**config.mk**
```make
export PLATFORM = sky130hd
export DESIGN_NAME = fdc_top
export DESIGN_NICKNAME = d
export VERILOG_FILES = /design/src/hw/fdc_pkg.sv /design/src/hw/fdc_geometry.sv /design/src/hw/fdc_host_regs.sv /design/src/hw/fdc_cmd_seq.sv /design/src/hw/fdc_img_master.sv /design/src/hw/fdc_top.sv
export SDC_FILE = /design/constraint.sdc
export NUM_CORES = 1
export LEC_CHECK = 0
export BUFFER_PORTS_ARGS = -buffer_cell sky130_fd_sc_hd__buf_2
export CAP_MARGIN = 20
export CORE_UTILIZATION = 45
export DETAILED_ROUTE_END_ITERATION = 8
export PLACE_DENSITY_LB_ADDON = 0.3
export SETUP_SLACK_MARGIN = 0.3
export SLEW_MARGIN = 20
export SYNTH_ARGS = -nofsm -noshare
export SYNTH_HDL_FRONTEND = slang
export SYNTH_SLANG_ARGS = --single-unit
```
**constraint.sdc**
```tcl
create_clock -name clk_sys -period 13.15 [get_ports clk_sys]
set_input_delay 3.945 -clock clk_sys [delete_from_list [all_inputs] [get_ports clk_sys]]
set_output_delay 3.945 -clock clk_sys [all_outputs]
set_load 0.03 [all_outputs]
```
**src/hw/fdc_pkg.sv**
```systemverilog
package fdc_pkg;

	// ====================
	// host register map
	localparam logic [1:0] REG_CMD_STATUS = 2'd0;
	localparam logic [1:0] REG_TRACK      = 2'd1;
	localparam logic [1:0] REG_SECTOR     = 2'd2;
	localparam logic [1:0] REG_DATA       = 2'd3;

	// ====================
	// timing, in clk_sys cycles
	localparam int SETTLE_CYCLES     = 64;   // type I busy time
	localparam int LOST_DATA_CYCLES  = 256;  // drq watchdog
	localparam int SECTOR_GAP_CYCLES = 16;   // pause before each drq
	localparam int TIMER_W           = $clog2(LOST_DATA_CYCLES + 1);

	typedef logic [TIMER_W-1:0] timer_t;

	// ====================
	// geometry, indexed by size_code
	localparam logic [7:0] SPT_TABLE       [5] = '{8'd26, 8'd16, 8'd9, 8'd5, 8'd10};
	localparam logic [1:0] SIZE_CODE_TABLE [5] = '{2'd0, 2'd1, 2'd2, 2'd3, 2'd2};  // 128 << n

	typedef enum logic [3:0] {
		CMD_RESTORE, CMD_SEEK, CMD_STEP, CMD_STEP_IN, CMD_STEP_OUT,
		CMD_READ, CMD_WRITE, CMD_FORCE_INT, CMD_NONE
	} fdc_cmd_e;

	typedef enum logic [3:0] {
		idle, settle, locate, fetch, wait_host, collect, store, abort, end_cmd
	} fdc_state_e;

	typedef struct packed {
		logic       valid;
		fdc_cmd_e   op;
		logic [4:0] flags;  // bit 4 update/multi, bit 3 head load
	} host_cmd_t;

	typedef struct packed {
		logic status_read;
		logic data_read;
		logic data_write;
	} host_evt_t;

	typedef struct packed {
		logic [7:0] track;
		logic [7:0] sector;
		logic [7:0] data;
	} fdc_regs_t;

	typedef struct packed {
		logic       track_we;
		logic [7:0] track;
		logic       sector_we;
		logic [7:0] sector;
		logic       data_we;
		logic [7:0] data;
	} reg_upd_t;

	typedef struct packed {
		logic        sector_valid;
		logic [10:0] sector_len;
		logic [19:0] base_addr;   // first byte of the sector in the image
	} geom_t;

	typedef struct packed {
		logic        valid;
		logic        we;
		logic [19:0] addr;
		logic [7:0]  wdata;
	} img_req_t;

	typedef struct packed {
		logic       done;
		logic [7:0] rdata;
	} img_rsp_t;

endpackage

```
**src/hw/fdc_geometry.sv**
```systemverilog
module fdc_geometry (
	input  logic [2:0]         size_code,
	input  logic               side,
	input  logic [7:0]         head_track,
	input  fdc_pkg::fdc_regs_t regs,
	output fdc_pkg::geom_t     geom
);

	logic [7:0]  spt;       // sectors per track
	logic [1:0]  len_code;  // sector length 128 << len_code
	logic [16:0] blk;       // linear sector number in the image
	logic [27:0] offset;

	// ====================
	// table lookup
	always_comb begin
		if (size_code <= 3'd4) begin
			spt      = fdc_pkg::SPT_TABLE[size_code];
			len_code = fdc_pkg::SIZE_CODE_TABLE[size_code];
		end else begin
			// unknown format, no sector ever matches
			spt      = 8'd0;
			len_code = 2'd0;
		end
	end

	// ====================
	// track-side-sector layout
	always_comb begin
		blk    = 17'({head_track, side}) * 17'(spt) + 17'(regs.sector) - 17'd1;
		offset = 28'(blk) << ({2'b00, len_code} + 4'd7);
	end

	always_comb begin
		geom.sector_valid = (regs.sector != 8'd0) && (regs.sector <= spt);
		geom.sector_len   = 11'd128 << len_code;
		geom.base_addr    = offset[19:0];  // image is 1 MB at most
	end

endmodule

```
**src/hw/fdc_host_regs.sv**
```systemverilog
module fdc_host_regs (
	input  logic               clk_sys,
	input  logic               rst,
	input  logic               wb_cyc,
	input  logic               wb_stb,
	input  logic               wb_we,
	input  logic [1:0]         wb_adr,
	input  logic [7:0]         wb_dat_w,
	output logic [7:0]         wb_dat_r,
	output logic               wb_ack,
	input  logic [7:0]         status,
	input  logic               busy,
	input  fdc_pkg::reg_upd_t  upd,
	output fdc_pkg::fdc_regs_t regs,
	output fdc_pkg::host_cmd_t cmd,
	output fdc_pkg::host_evt_t evt
);

	logic wr_cyc;  // write in its ack cycle
	logic rd_cyc;

	// ====================
	// bus handshake, ack one cycle after cyc/stb
	always_ff @(posedge clk_sys) begin
		if (rst)
			wb_ack <= 1'b0;
		else
			wb_ack <= wb_cyc & wb_stb & ~wb_ack;
	end

	assign wr_cyc = wb_ack & wb_we;
	assign rd_cyc = wb_ack & ~wb_we;

	always_comb begin
		case (wb_adr)
			fdc_pkg::REG_CMD_STATUS: wb_dat_r = status;
			fdc_pkg::REG_TRACK:      wb_dat_r = regs.track;
			fdc_pkg::REG_SECTOR:     wb_dat_r = regs.sector;
			default:                 wb_dat_r = regs.data;
		endcase
	end

	// ====================
	// register file, sequencer wins over host
	always_ff @(posedge clk_sys) begin
		if (rst) begin
			regs <= '0;
		end else begin
			if (upd.track_we)
				regs.track <= upd.track;
			else if (wr_cyc && wb_adr == fdc_pkg::REG_TRACK && !busy)
				regs.track <= wb_dat_w;

			if (upd.sector_we)
				regs.sector <= upd.sector;
			else if (wr_cyc && wb_adr == fdc_pkg::REG_SECTOR && !busy)
				regs.sector <= wb_dat_w;

			if (upd.data_we)
				regs.data <= upd.data;
			else if (wr_cyc && wb_adr == fdc_pkg::REG_DATA)
				regs.data <= wb_dat_w;  // allowed while busy, feeds write sector
		end
	end

	// ====================
	// command decode, upper nibble
	always_comb begin
		cmd.valid = wr_cyc && wb_adr == fdc_pkg::REG_CMD_STATUS;
		cmd.flags = wb_dat_w[4:0];
		case (wb_dat_w[7:4])
			4'h0:       cmd.op = fdc_pkg::CMD_RESTORE;
			4'h1:       cmd.op = fdc_pkg::CMD_SEEK;
			4'h2, 4'h3: cmd.op = fdc_pkg::CMD_STEP;
			4'h4, 4'h5: cmd.op = fdc_pkg::CMD_STEP_IN;
			4'h6, 4'h7: cmd.op = fdc_pkg::CMD_STEP_OUT;
			4'h8, 4'h9: cmd.op = fdc_pkg::CMD_READ;
			4'ha, 4'hb: cmd.op = fdc_pkg::CMD_WRITE;
			4'hd:       cmd.op = fdc_pkg::CMD_FORCE_INT;
			default:    cmd.op = fdc_pkg::CMD_NONE;  // read address / track, format
		endcase
	end

	always_comb begin
		evt.status_read = rd_cyc && wb_adr == fdc_pkg::REG_CMD_STATUS;
		evt.data_read   = rd_cyc && wb_adr == fdc_pkg::REG_DATA;
		evt.data_write  = wr_cyc && wb_adr == fdc_pkg::REG_DATA;
	end

endmodule

```
**src/hw/fdc_cmd_seq.sv**
```systemverilog
module fdc_cmd_seq (
	input  logic               clk_sys,
	input  logic               rst,
	input  logic               ready,
	input  logic               wp,
	input  fdc_pkg::host_cmd_t cmd,
	input  fdc_pkg::host_evt_t evt,
	input  fdc_pkg::fdc_regs_t regs,
	input  fdc_pkg::geom_t     geom,
	output fdc_pkg::reg_upd_t  upd,
	output logic [7:0]         head_track,
	output logic [7:0]         status,
	output logic               busy,
	output logic               drq,
	output logic               intrq,
	output fdc_pkg::img_req_t  img_req,
	input  fdc_pkg::img_rsp_t  img_rsp
);

	fdc_pkg::fdc_state_e state;
	fdc_pkg::timer_t     timer;     // settle, gap and watchdog
	logic [10:0]         byte_cnt;
	logic                cmd_mode;  // 0 type I, 1 type II
	logic                dir_in;    // last step direction, in = +1
	logic                multi;
	logic                is_write;
	logic                head_loaded;
	logic                rnf;       // record not found / seek error
	logic                wr_fault;
	logic                lost_data;
	logic                img_wait;  // image access still in flight
	logic                serviced;
	logic                host_done;
	logic                byte_done;
	logic                last_byte;
	logic                step_in;
	logic [7:0]          new_track;

	always_comb begin
		if (!cmd_mode)
			status = {~ready, wp, head_loaded, rnf | ~ready,
				1'b0, head_track == 8'd0, 1'b0, busy};
		else
			status = {~ready, wp, wr_fault, rnf | ~ready,
				1'b0, lost_data, drq, busy};
	end

	always_comb begin
		img_req.valid = (state == fdc_pkg::fetch) || (state == fdc_pkg::store);
		img_req.we    = state == fdc_pkg::store;
		img_req.addr  = geom.base_addr + 20'(byte_cnt);
		img_req.wdata = regs.data;  // host byte, or the old one after lost data
	end

	assign serviced  = is_write ? evt.data_write : evt.data_read;
	assign host_done = drq && (serviced || timer == '0);
	assign byte_done = (state == fdc_pkg::wait_host && host_done) ||
		(state == fdc_pkg::store && img_rsp.done);
	assign last_byte = byte_cnt == geom.sector_len - 11'd1;

	// target track of a type I command
	always_comb begin
		case (cmd.op)
			fdc_pkg::CMD_STEP_IN:  step_in = 1'b1;
			fdc_pkg::CMD_STEP_OUT: step_in = 1'b0;
			default:               step_in = dir_in;
		endcase
		if (cmd.op == fdc_pkg::CMD_RESTORE)
			new_track = 8'd0;
		else if (cmd.op == fdc_pkg::CMD_SEEK)
			new_track = regs.data;
		else if (step_in)
			new_track = head_track + 8'd1;
		else if (head_track != 8'd0)
			new_track = head_track - 8'd1;
		else
			new_track = 8'd0;  // track 0 stop
	end

	always_ff @(posedge clk_sys) begin
		if (rst)
			img_wait <= 1'b0;
		else if (img_rsp.done)
			img_wait <= 1'b0;
		else if (img_req.valid)
			img_wait <= 1'b1;
	end

	// ====================
	// main sequencer
	always_ff @(posedge clk_sys) begin
		if (rst) begin
			state       <= fdc_pkg::idle;
			timer       <= '0;
			byte_cnt    <= '0;
			cmd_mode    <= 1'b0;
			dir_in      <= 1'b1;
			multi       <= 1'b0;
			is_write    <= 1'b0;
			head_loaded <= 1'b0;
			{rnf, wr_fault, lost_data} <= '0;
			head_track  <= 8'd0;
			{busy, drq, intrq} <= '0;
			upd         <= '0;
		end else begin
			upd <= '0;
			if (evt.status_read)
				intrq <= 1'b0;

			case (state)
				fdc_pkg::settle: begin
					if (timer == '0)
						state <= fdc_pkg::end_cmd;
					else
						timer <= timer - 1'b1;
				end
				fdc_pkg::locate: begin
					if (timer != '0) begin
						timer <= timer - 1'b1;  // let a sector update land
					end else if (!ready || !geom.sector_valid) begin
						rnf   <= 1'b1;
						state <= fdc_pkg::end_cmd;
					end else begin
						byte_cnt <= '0;
						timer    <= fdc_pkg::timer_t'(fdc_pkg::SECTOR_GAP_CYCLES - 1);
						state    <= is_write ? fdc_pkg::collect : fdc_pkg::fetch;
					end
				end
				fdc_pkg::fetch: begin
					if (img_rsp.done) begin
						upd.data_we <= 1'b1;
						upd.data    <= img_rsp.rdata;
						timer       <= fdc_pkg::timer_t'(fdc_pkg::SECTOR_GAP_CYCLES - 1);
						state       <= fdc_pkg::wait_host;
					end
				end
				fdc_pkg::wait_host, fdc_pkg::collect: begin
					if (!drq) begin
						if (timer == '0) begin
							drq   <= 1'b1;
							timer <= fdc_pkg::timer_t'(fdc_pkg::LOST_DATA_CYCLES - 1);
						end else begin
							timer <= timer - 1'b1;
						end
					end else if (host_done) begin
						drq <= 1'b0;
						if (!serviced)
							lost_data <= 1'b1;  // watchdog expired
						if (state == fdc_pkg::collect)
							state <= fdc_pkg::store;
					end else begin
						timer <= timer - 1'b1;
					end
				end
				fdc_pkg::abort: begin
					{rnf, wr_fault, lost_data, drq} <= '0;
					if (!img_wait)
						state <= fdc_pkg::end_cmd;
				end
				fdc_pkg::end_cmd: begin
					{busy, drq} <= '0;
					intrq <= 1'b1;
					state <= fdc_pkg::idle;
				end
				default: ;
			endcase

			// next byte, next sector or done
			if (byte_done) begin
				if (!last_byte) begin
					byte_cnt <= byte_cnt + 11'd1;
					timer    <= fdc_pkg::timer_t'(fdc_pkg::SECTOR_GAP_CYCLES - 1);
					state    <= is_write ? fdc_pkg::collect : fdc_pkg::fetch;
				end else if (multi) begin
					upd.sector_we <= 1'b1;
					upd.sector    <= regs.sector + 8'd1;
					timer         <= fdc_pkg::timer_t'(1);
					state         <= fdc_pkg::locate;
				end else begin
					state <= fdc_pkg::end_cmd;
				end
			end

			// ====================
			// command accept
			if (cmd.valid && (state == fdc_pkg::idle || cmd.op == fdc_pkg::CMD_FORCE_INT)) begin
				case (cmd.op)
					fdc_pkg::CMD_RESTORE, fdc_pkg::CMD_SEEK, fdc_pkg::CMD_STEP,
					fdc_pkg::CMD_STEP_IN, fdc_pkg::CMD_STEP_OUT: begin
						cmd_mode      <= 1'b0;
						head_loaded   <= cmd.flags[3];
						dir_in        <= step_in;
						head_track    <= new_track;
						upd.track_we  <= (cmd.op == fdc_pkg::CMD_RESTORE) | cmd.flags[4];
						upd.track     <= new_track;
						{busy, intrq} <= 2'b10;
						timer         <= fdc_pkg::timer_t'(fdc_pkg::SETTLE_CYCLES - 2);
						state         <= fdc_pkg::settle;
					end
					fdc_pkg::CMD_READ, fdc_pkg::CMD_WRITE: begin
						cmd_mode <= 1'b1;
						{busy, drq, intrq} <= 3'b100;
						{rnf, wr_fault, lost_data} <= '0;
						multi    <= cmd.flags[4];
						is_write <= cmd.op == fdc_pkg::CMD_WRITE;
						timer    <= '0;
						if (cmd.op == fdc_pkg::CMD_WRITE && wp) begin
							wr_fault <= 1'b1;  // protected, image untouched
							state    <= fdc_pkg::end_cmd;
						end else begin
							state <= fdc_pkg::locate;
						end
					end
					fdc_pkg::CMD_FORCE_INT: begin
						cmd_mode <= 1'b0;
						intrq    <= 1'b0;
						if (state != fdc_pkg::idle)
							state <= fdc_pkg::abort;
						else
							{rnf, wr_fault, lost_data, drq, busy} <= '0;
					end
					default: ;
				endcase
			end
		end
	end

endmodule

```
**src/hw/fdc_img_master.sv**
```systemverilog
module fdc_img_master (
	input  logic              clk_sys,
	input  logic              rst,
	input  fdc_pkg::img_req_t req,
	output fdc_pkg::img_rsp_t rsp,
	output logic              img_cyc,
	output logic              img_stb,
	output logic              img_we,
	output logic [19:0]       img_adr,
	output logic [7:0]        img_dat_w,
	input  logic [7:0]        img_dat_r,
	input  logic              img_ack
);

	typedef enum logic {m_idle, m_active} mst_state_e;

	mst_state_e state;
	logic       done_q;
	logic [7:0] rdata_q;

	always_ff @(posedge clk_sys) begin
		if (rst) begin
			state  <= m_idle;
			done_q <= 1'b0;
		end else begin
			done_q <= 1'b0;
			case (state)
				m_idle:   if (req.valid && !done_q) state <= m_active;  // not the finished one
				m_active: if (img_ack) begin
					done_q <= 1'b1;
					state  <= m_idle;
				end
				default: state <= m_idle;
			endcase
		end
	end

	// request payload and returned byte
	always_ff @(posedge clk_sys) begin
		if (state == m_idle && req.valid) begin
			img_we    <= req.we;
			img_adr   <= req.addr;
			img_dat_w <= req.wdata;
		end
		if (state == m_active && img_ack)
			rdata_q <= img_dat_r;
	end

	assign img_cyc = state == m_active;
	assign img_stb = img_cyc;

	always_comb begin
		rsp.done  = done_q;
		rsp.rdata = rdata_q;
	end

endmodule

```
**src/hw/fdc_top.sv**
```systemverilog
module fdc_top (
	input  logic        clk_sys,
	input  logic        rst,
	// host side
	input  logic        wb_cyc,
	input  logic        wb_stb,
	input  logic        wb_we,
	input  logic [1:0]  wb_adr,
	input  logic [7:0]  wb_dat_w,
	output logic [7:0]  wb_dat_r,
	output logic        wb_ack,
	output logic        drq,
	output logic        intrq,
	// drive
	input  logic        ready,
	input  logic        wp,
	input  logic        side,
	input  logic [2:0]  size_code,
	// disk image
	output logic        img_cyc,
	output logic        img_stb,
	output logic        img_we,
	output logic [19:0] img_adr,
	output logic [7:0]  img_dat_w,
	input  logic [7:0]  img_dat_r,
	input  logic        img_ack
);

	fdc_pkg::host_cmd_t cmd;
	fdc_pkg::host_evt_t evt;
	fdc_pkg::fdc_regs_t regs;
	fdc_pkg::reg_upd_t  upd;
	fdc_pkg::geom_t     geom;
	fdc_pkg::img_req_t  img_req;
	fdc_pkg::img_rsp_t  img_rsp;
	logic [7:0]         status;
	logic [7:0]         head_track;
	logic               busy;

	fdc_host_regs host_regs_i (
		.clk_sys(clk_sys), .rst(rst),
		.wb_cyc(wb_cyc), .wb_stb(wb_stb), .wb_we(wb_we), .wb_adr(wb_adr),
		.wb_dat_w(wb_dat_w), .wb_dat_r(wb_dat_r), .wb_ack(wb_ack),
		.status(status), .busy(busy), .upd(upd), .regs(regs), .cmd(cmd), .evt(evt)
	);

	fdc_geometry geometry_i (
		.size_code(size_code), .side(side), .head_track(head_track),
		.regs(regs), .geom(geom)
	);

	fdc_cmd_seq cmd_seq_i (
		.clk_sys(clk_sys), .rst(rst), .ready(ready), .wp(wp),
		.cmd(cmd), .evt(evt), .regs(regs), .geom(geom), .upd(upd),
		.head_track(head_track), .status(status), .busy(busy), .drq(drq), .intrq(intrq),
		.img_req(img_req), .img_rsp(img_rsp)
	);

	fdc_img_master img_master_i (
		.clk_sys(clk_sys), .rst(rst), .req(img_req), .rsp(img_rsp),
		.img_cyc(img_cyc), .img_stb(img_stb), .img_we(img_we), .img_adr(img_adr),
		.img_dat_w(img_dat_w), .img_dat_r(img_dat_r), .img_ack(img_ack)
	);

endmodule

```
## After elaboration in Yosys (flattened, before gate mapping)

Memories as Yosys holds them, arrays and structs flattened.
Cells that the tools add are included.

| operators by class | value |
|---|---|
| $add $sub $neg | 10 |
| multiply operators | 1 |
| $lt $le $gt $ge | 3 |
| eq/ne operators | 19 |
| shifts and indexed selects | 2 |
| mux-type cells | 95 |
| bitwise operators | 18 |
| reductions and logical operators | 56 |

Operator list:

| operator | number |
|---|---|
| two-way mux 9 bit | 13 |
| two-way mux 8 bit | 13 |
| two-way mux 4 bit | 14 |
| two-way mux 11 bit | 5 |
| case mux 9 bit (4 select lines) | 1 |
| == test 4 x 3 -> 1 bit (second input constant) | 8 |
| two-way mux 1 bit | 29 |
| case mux 4 bit (6 select lines) | 1 |
| case mux 8 bit (3 select lines) | 1 |
| case mux 1 bit (2 select lines) | 11 |
| adder 20 x 11 -> 20 bit | 1 |
| << shifter 17 x 4 -> 20 bit | 1 |
| case mux 9 bit (2 select lines) | 1 |
| adder 17 x 8 -> 17 bit | 1 |
| logical AND 1 bit | 17 |
| multiplier 9 x 8 -> 17 bit | 1 |
| subtractor 17 x 1 -> 17 bit (second input constant) | 1 |
| adder 8 x 1 -> 8 bit (second input constant) | 2 |
| == test 4 x 2 -> 1 bit (second input constant) | 4 |
| nonzero test 8 bit | 2 |
| case mux 4 bit (3 select lines) | 1 |
| OR reduction 2 bit | 6 |
| adder 11 x 1 -> 11 bit (second input constant) | 1 |
| == test 11 bit | 1 |
| 35 further kinds | 68 |

| word-level totals | value |
|---|---|
| register bits after elaboration | 135 |
| bits in read-only memories | 144 |
| input port bits | 30 |
| memories | 3 |

Memories:

| memory | words | bits a word | rd ports | clocked after memory_dff | write ports | RTL line | source |
|---|---|---|---|---|---|---|---|
| (no name shown) | 8 | 8 | 1 | 0 | 0 | fdc_geometry.sv:18 | `spt = fdc_pkg::SPT_TABLE[size_code];` |
| (no name shown) | 16 | 4 | 1 | 0 | 0 | fdc_host_regs.sv:71 | `case (wb_dat_w[7:4])` |
| (no name shown) | 8 | 2 | 1 | 0 | 0 | fdc_geometry.sv:19 | `len_code = fdc_pkg::SIZE_CODE_TABLE[size_code];` |

## Depth between registers and ports, before layout

Gate-level depths: netlist of run 1.

| logic depth | value |
|---|---|
| depth after elaboration | 17 |
| gate-level depth with buffers | 28 |
| gate-level depth less buffers | 26 |

## Cells and area by module

From an unflattened synthesis of run 1, not the netlist that was laid out.

| unflattened totals | value |
|---|---|
| cells, all modules | 1286 |
| area, all modules | 11203.2 um2 |

Modules (own cells, without submodules):

| module | times used | cells each | area each (um2) |
|---|---|---|---|
| fdc_cmd_seq | 1 | 665 | 5157.4 |
| fdc_geometry | 1 | 403 | 3140.5 |
| fdc_host_regs | 1 | 171 | 1691.6 |
| fdc_img_master | 1 | 47 | 1213.7 |

## Worst setup path before layout of run 1

No wires, ideal clock.

| timing | value |
|---|---|
| path kind | input -> register |
| start point | input size_code[2] |
| end point | register img_master_i.img_adr[18], data pin |
| setup time | 0.264 ns |
| arrival | 10.306 ns |
| required time | 12.886 ns |
| slack | 2.580 ns |
| cell stages on the path | 27 |
| buffers on the path | 2 |
| cells stage by stage | nand2b_1 clkinv_1 clkbuf_1 and2_1 clkbuf_1 nand2_1 fa_1 inv_1 fa_1 fa_1 fa_1 inv_1 fa_1 inv_1 ha_1 and2_4 a221oi_1 a211oi_1 a211oi_1 a21oi_1 mux2_2 ha_1 o21a_1 o31ai_1 a211oi_1 nand3_1 xnor2_1 |

RTL lines:

| item | RTL line | source |
|---|---|---|
| from (decl) | fdc_top.sv:18 | `input logic [2:0] size_code,` |
| to (signal assigned) | fdc_img_master.sv:42 | `img_adr <= req.addr;` |
| to (decl) | fdc_img_master.sv:9 | `output logic [19:0] img_adr,` |

==> flow_metrics.py, run 1 <==
metrics = {
    "timing": {
        "worst-slew-pin-transition_ns": 0.961,
        "setup_viol": 0,
        "unrepaired_setup_endpoints_after_global_routing": "false",
        "max-slew-margin-rel": 0.355,
        "skew_ns": 0.0114,
        "drv_slew": 0,
        "min_period_over_period": 0.844,
        "layout_min_cycle_time_ns": 11.10,
        "setup_tns_after_final_layout_ns": 0,
        "hold_viol": 0,
        "timing.fmax_mhz": 90.1,
    },
    "placed_design": {
        "postPlaceCellArea_um2": 11200,
        "portBuffers": 71,
        "place_hpwl_mm": 19.6,
        "gp_congestion": 0.887,
    },
    "clock_tree": {
        "post_cts_hold_buffer_count": 0,
        "post_cts_setup_repair_buffer_count": 0,
        "cts_repair_resize_count": 0,
        "cts_inserted_buffers": 17,
        "clk-insertion-delay-late_ns": 0.43,
        "clock_tree.buffer_depth": 2,
        "htreeDepth": 4,
        "root_buffer": "clkbuf_16",
        "cts_tree": "done",
        "worst_setup_hold_path_clk_slew_ns": 0.07,
        "sinks_on_clock_net": 135,
    },
    "pwr": {
        "power.ir.vdd_worst_v": 0.0000775,
        "total_leakage_power_nw": 4.97,
        "power_per_cell_area_nw_per_um2": 93.1,
    },
    "floorplan": {
        "die-width_um": 156,
        "design.die.area_um2": 24200,
        "design.core.area_um2": 22900,
        "ports": 72,
        "start_util": 0.464,
        "rows": 55,
        "floorplan.die.height_um": 156,
    },
    "routing": {
        "drtAntennaViolNets": 0,
        "detailedRoute.firstPassIterationCount": 5,
        "first_iter_violations": 702,
        "drc_errors": 0,
        "wl_per_cell_um": 15.9,
        "detailroute.via_count": 9283,
        "route.detailed.vias_per_inst": 5.65,
        "routed_wl_mm": 26.1,
    },
    "min_path": {
        "hold_path_depth": 1,
        "hp-start": "img_master_i.rdata_q[1]",
        "hold-path-endpoint": "cmd_seq_i.upd[1]",
        "timing.hold.worst.class": "flop to flop",
    },
    "worst_setup_path": {
        "timing.reg2reg.setup_slack_ns": 6.31,
        "regToRegEndpoint": "img_master_i.img_adr[18]",
        "ff2ff_path_depth": 22,
        "setup.worst_path.start_class": "input port",
        "critical_path_peak_fanout": 29,
        "r2r-start": "cmd_seq_i.head_track[2]",
        "crit_type": "input port to flop",
        "crit_path_end_kind": "flop",
        "cp.arrival_ns": 11.26,
        "crit_required_ns": 13.32,
    },
    "logic_synthesis": {
        "synthCells": 1284,
        "area_share_of_the_largest_cell_type_after_synthesis": 0.185,
        "ys.warnings.count": 0,
        "syn_avg_cell_area_um2": 8.28,
        "synth_enable_flop_cells": 37,
        "dominantRegCellSynth": "dfxtp_1",
        "proportion_of_synthesized_flip_flops_having_asynchronous_set_or_reset": 0,
        "yosysUniqueCellTypes": 87,
        "synth.yosys.seq_area_share": 0.289,
        "ys_seq_elements": 135,
        "synth_area_leaders": "dfxtp_1, edfxtp_1, ha_1",
        "synth_area_leader_cell": "dfxtp_1",
        "synthesis.area_um2": 10600,
    },
    "global_routing": {
        "grt_max_degree": 62,
        "grt-ovfl-total": 0,
        "grt_first_pass_wirelength_mm": 43.2,
        "overall_routing_resource_usage": 0.222,
        "initial_antenna_violation_count": 0,
        "grt_pass1_vias": 8750,
    },
    "layout": {
        "n_fill_cell": 2179,
        "most_frequent_cells_in_the_layout": "nor2_1, inv_1, dfxtp_1",
        "post-route-cell-area_um2": 11800,
        "final_nets": 1454,
        "layout.cells.most_common": "nor2_1",
        "final_core_util": 0.516,
        "flow.area_growth_from_synthesis_pct": 11.2,
        "proportion_of_layout_cells_with_a_drive_suffix_above_1": 0.116,
        "antenna_cells": 0,
    },
    "run_status": {
        "status": "finished clean",
    },
    "flow_run": {
        "cap_viol_max_count": 0,
    },
}
## how the worst max path moves through the flow
stage	startpoint	end	slack, ns	cells past startpoint
floorplan	size_code[2]	img_master_i.img_adr[18]	2.58	27
global placement	size_code[2]	img_master_i.img_adr[18]	1.78	27
detailed placement	size_code[2]	img_master_i.img_adr[18]	1.62	27
CTS	size_code[2]	img_master_i.img_adr[18]	2.06	27
global route	size_code[2]	img_master_i.img_adr[18]	1.54	27
finish	size_code[2]	img_master_i.img_adr[18]	2.05	27
## worst max-delay path: stages
cell and delay [ns]:
buf_2 0.12, nand2b_1 0.10, buf_4 0.29, clkinv_1 0.57
and2_1 0.47, nand2_1 0.13, fa_1 0.39, inv_1 0.08
fa_1 0.44, fa_1 0.48, fa_1 0.55, inv_1 0.05
fa_1 0.49, inv_1 0.04, ha_1 0.37, and2_4 0.19
a221oi_1 0.31, a211oi_1 0.12, a211oi_1 0.45, a21oi_1 0.13
mux2_2 0.30, ha_1 0.32, o21a_1 0.12, o31ai_1 0.09
a211oi_1 0.39, nand3_1 0.14, xnor2_1 0.15
## layer usage
| metal | global-route usage | part of all wire | vias to the layer above |
|---|---|---|---|
| met3 | 0.0331 | 0.054 | 39 |
| met2 | 0.357 | 0.46 | 276 |
| li1 | - | - | 4586 |
| met1 | 0.303 | 0.47 | 4382 |
| met5 | 0 | 0 | - |
| met4 | 0.0789 | 0.020 | 0 |
## kinds of logic after synthesis
| family | count (synthesis) | synth area share |
|---|---|---|
| flops | 135 | 0.289 |
| fa+ha+maj | 106 | 0.152 |
| buf+inv | 180 | 0.0651 |
| mux | 52 | 0.0609 |
| other cells | 1 | 0.000353 |
| compound gates | 293 | 0.186 |
| xor+xnor | 36 | 0.0297 |
| simple gates | 481 | 0.217 |
## area by class of cell
type | count | area (um2) | share of cell area
Tap cell | 313 | 392 | 0.0331
Clock buffer | 17 | 425 | 0.0360
Sequential cell | 135 | 3070 | 0.260
Multi-Input combinational cell | 973 | 6900 | 0.583
Clock inverter | 15 | 203 | 0.0171
Timing Repair Buffer | 78 | 408 | 0.0345
Inverter | 113 | 424 | 0.0359
## flip-flops by register name, summed over array words and instances (netlist names), 4 cells and up
name,count
cmd_seq_i.byte_cnt,11
cmd_seq_i.timer,9
host_regs_i.regs,24
cmd_seq_i.upd,27
img_master_i.rdata_q,8
img_master_i.img_dat_w,8
cmd_seq_i.state,4
cmd_seq_i.head_track,8
img_master_i.img_adr,20
## synthesized netlist by cell type (27+ instances only)
| library cell | instances |
|---|---|
| nor2_1 | 173 |
| inv_1 | 108 |
| dfxtp_1 | 98 |
| nand2_1 | 97 |
| a21oi_1 | 90 |
| ha_1 | 67 |
| clkbuf_1 | 50 |
| o21ai_0 | 42 |
| nand3_1 | 40 |
| fa_1 | 39 |
| and2_1 | 37 |
| edfxtp_1 | 37 |
| mux2i_1 | 32 |
| nor3_1 | 32 |
| xnor2_1 | 27 |
## power breakdown
group          switching [W]  leakage (nW)  internal [W]  total [W]
Sequential        0.00000231          1.13      0.000430   0.000432
Combinational       0.000101          3.53     0.0000641   0.000165
Clock               0.000211         0.305      0.000291   0.000503
## stage by stage
stage	cells	hold slack, ns	setup WS, ns	power, W
after CTS	1644	0.447	2.06	0.00111
after floorplan	1288	0.420	2.58	0.000568
final	1644	0.444	2.05	0.00110
after global placement	1612	0.421	1.78	0.000602
after global routing	1644	0.468	1.54	0.00115
after detailed placement	1612	0.431	1.62	0.000604
Note: power is estimated with default switching activity, not from simulation.
==> inputs of run 2 (changes only) <==
Settings changed: ABC_AREA from default to 1.
Clock period 13.15 ns to 11.45 ns, I/O delays scaled along.
==> run 2 against run 1 <==
Cell area fell by 2.1%. Via count rose by 3.6%. Clock skew rose by 0.0027 ns. Utilization fell by 0.46 points. Register-to-register slack got worse by 1.2 ns. Clock power rose by 7.6%. Critical endpoint is now img_master_i.img_adr[17].
==> flow_metrics.py, run 2 <==
metrics = {
    "run_status": {
        "status": "finished clean",
    },
    "clock_tree": {
        "htreeDepth": 4,
        "post_cts_hold_buffer_count": 0,
        "clk-insertion-delay-late_ns": 0.43,
        "sinks_on_clock_net": 135,
        "cts_inserted_buffers": 17,
        "root_buffer": "clkbuf_16",
        "worst_setup_hold_path_clk_slew_ns": 0.07,
        "cts_tree": "done",
        "clock_tree.buffer_depth": 2,
        "cts_repair_resize_count": 0,
        "post_cts_setup_repair_buffer_count": 0,
    },
    "logic_synthesis": {
        "area_share_of_the_largest_cell_type_after_synthesis": 0.189,
        "synth_top_cells_by_count": "nand2_1, inv_1, nor2_1",
        "synth_area_leaders": "dfxtp_1, nand2_1, edfxtp_1",
        "synthesis.area_um2": 10400,
        "synth.yosys.seq_area_share": 0.296,
        "synth_enable_flop_cells": 37,
        "proportion_of_synthesized_flip_flops_having_asynchronous_set_or_reset": 0,
        "syn_avg_cell_area_um2": 7.12,
        "ys_seq_elements": 135,
        "synth_area_leader_cell": "dfxtp_1",
        "yosysUniqueCellTypes": 53,
        "synthCells": 1456,
        "ys.warnings.count": 0,
        "dominantRegCellSynth": "dfxtp_1",
        "post-synth-top-count-cell": "nand2_1",
    },
    "worst_setup_path": {
        "setup.worst_path.start_class": "input port",
        "ff2ff_path_depth": 29,
        "crit_path_end_kind": "flop",
        "cp_num_buf_inv": 9,
        "cp.arrival_ns": 10.00,
        "crit_required_ns": 11.63,
        "cp_top_family": "adder cells",
        "critical_path.most_common_cell": "nand2_1",
        "cpMaxStageDelayCell": "fa_1",
        "crit_type": "input port to flop",
        "critical_path_peak_fanout": 21,
        "cpPeakStageDelay_ns": 0.56,
        "worstSetupPathDepth": 35,
    },
    "floorplan": {
        "design.core.area_um2": 22600,
        "start_util": 0.458,
        "floorplan.die.height_um": 154,
        "die-width_um": 154,
        "ports": 72,
        "rows": 55,
        "design.die.area_um2": 23700,
    },
    "routing": {
        "detailroute.via_count": 9619,
        "drtAntennaViolNets": 0,
        "first_iter_violations": 799,
        "drc_errors": 0,
        "routed_wl_mm": 26.4,
        "wl_per_cell_um": 14.5,
        "route.detailed.vias_per_inst": 5.29,
        "detailedRoute.firstPassIterationCount": 5,
    },
    "timing": {
        "setup_tns_after_final_layout_ns": 0,
        "drv_slew": 0,
        "layout_min_cycle_time_ns": 9.82,
        "unrepaired_setup_endpoints_after_global_routing": "false",
        "max-slew-margin-rel": 0.360,
        "hold_viol": 0,
        "skew_ns": 0.0141,
        "timing.fmax_mhz": 102,
        "setup_viol": 0,
        "min_period_over_period": 0.858,
        "worst-slew-pin-transition_ns": 0.953,
    },
    "min_path": {
        "hold_path_depth": 2,
        "timing.hold.worst.class": "flop to flop",
    },
    "layout": {
        "final_nets": 1658,
        "largest_register_ffs": 27,
        "most_frequent_cells_in_the_layout": "nand2_1, inv_1, nor2_1",
        "proportion_of_layout_cells_with_a_drive_suffix_above_1": 0.0977,
        "flow.area_growth_from_synthesis_pct": 11.6,
        "layout.cells.most_common": "nand2_1",
        "regMostFlops": "cmd_seq_i.upd",
        "antenna_cells": 0,
        "largest_registers": "cmd_seq_i.upd x27, host_regs_i.regs x24, img_master_i.img_adr x20",
    },
    "pwr": {
        "switching_share": 0.382,
        "power.sequential.fraction": 0.344,
        "pwr-share-clk": 0.342,
        "power.ir.vdd_worst_v": 0.0000955,
        "switchingPower_w": 0.000604,
        "intPower_w": 0.000979,
        "design_power_total_w": 0.00158,
        "comb_power_share": 0.315,
        "total_leakage_power_nw": 5.44,
        "power_per_cell_area_nw_per_um2": 137,
    },
    "flow_run": {
        "cap_viol_max_count": 0,
    },
    "global_routing": {
        "initial_antenna_violation_count": 0,
        "overall_routing_resource_usage": 0.232,
        "grt_max_degree": 40,
        "grt_first_pass_wirelength_mm": 44.1,
        "grt-ovfl-total": 0,
        "grt_pass1_vias": 8906,
    },
    "placed_design": {
        "gp_congestion": 0.906,
        "portBuffers": 71,
        "place_hpwl_mm": 20.6,
    },
}
-- run 2: metrics by stage --
stage	setup WS, ns	util	cell area [um2]	std cells	hold slack [ns]
floorplan	1.94	-	10400	1460	0.439
detailed placement	1.25	0.485	11000	1788	0.453
CTS	1.66	0.511	11600	1820	0.464
global route	1.10	0.511	11600	1820	0.491
finish	1.63	0.511	11600	1820	0.465
global placement	1.41	0.485	11000	1788	0.447
-- run 2: kinds of logic after synthesis --
| group | share of synthesized area |
|---|---|
| simple gates | 0.278 |
| compound gates | 0.124 |
| buf+inv | 0.106 |
| other cells | 0.000362 |
| flops | 0.296 |
| xor+xnor | 0.0397 |
| fa+ha+maj | 0.156 |
-- run 2: area by class of cell --
cell class                      instances  area, um2
Clock buffer                           18        450
Clock inverter                         14        135
Fill cell                            2217      11100
Inverter                              255        960
Multi-Input combinational cell       1038       6210
Sequential cell                       135       3070
Tap cell                              285        357
Timing Repair Buffer                   75        385
-- run 2: worst paths after layout --
check	start	end	slack, ns
worst max-delay path	size_code[0]	img_master_i.img_adr[17]	1.63
worst min-delay path	img_master_i.rdata_q[1]	cmd_seq_i.upd[1]	0.46
worst min register to register	img_master_i.rdata_q[1]	cmd_seq_i.upd[1]	0.46
worst max register to register	cmd_seq_i.head_track[2]	img_master_i.img_adr[17]	5.10
-- run 2: metal layers --
| metal | GRT usage | part of all wire |
|---|---|---|
| met1 | 0.315 | 0.47 |
| met2 | 0.378 | 0.45 |
| met3 | 0.0366 | 0.051 |
| met4 | 0.0719 | 0.022 |
| met5 | 0 | 0 |
-- run 2: power groups by stage --
| stage | logic, W | registers, W | clock network [W] |
|---|---|---|---|
| after floorplan | 0.000369 | 0.000559 | 0 |
| after global placement | 0.000482 | 0.000553 | 0 |
| after detailed placement | 0.000486 | 0.000554 | 0 |
| after CTS | 0.000488 | 0.000543 | 0.000550 |
| after global routing | 0.000567 | 0.000547 | 0.000572 |
| final | 0.000498 | 0.000545 | 0.000541 |
-- run 2: worst reg2reg max path: cells and delay by family, from the launching register on --
family,cells,cell delay (ns)
buffers and inverters,5,0.26
adder cells (fa/ha/maj),7,3.29
AO/OA/AOI/OAI,2,0.37
AND/OR/NAND/NOR,15,1.69
flip-flops,1,0.51
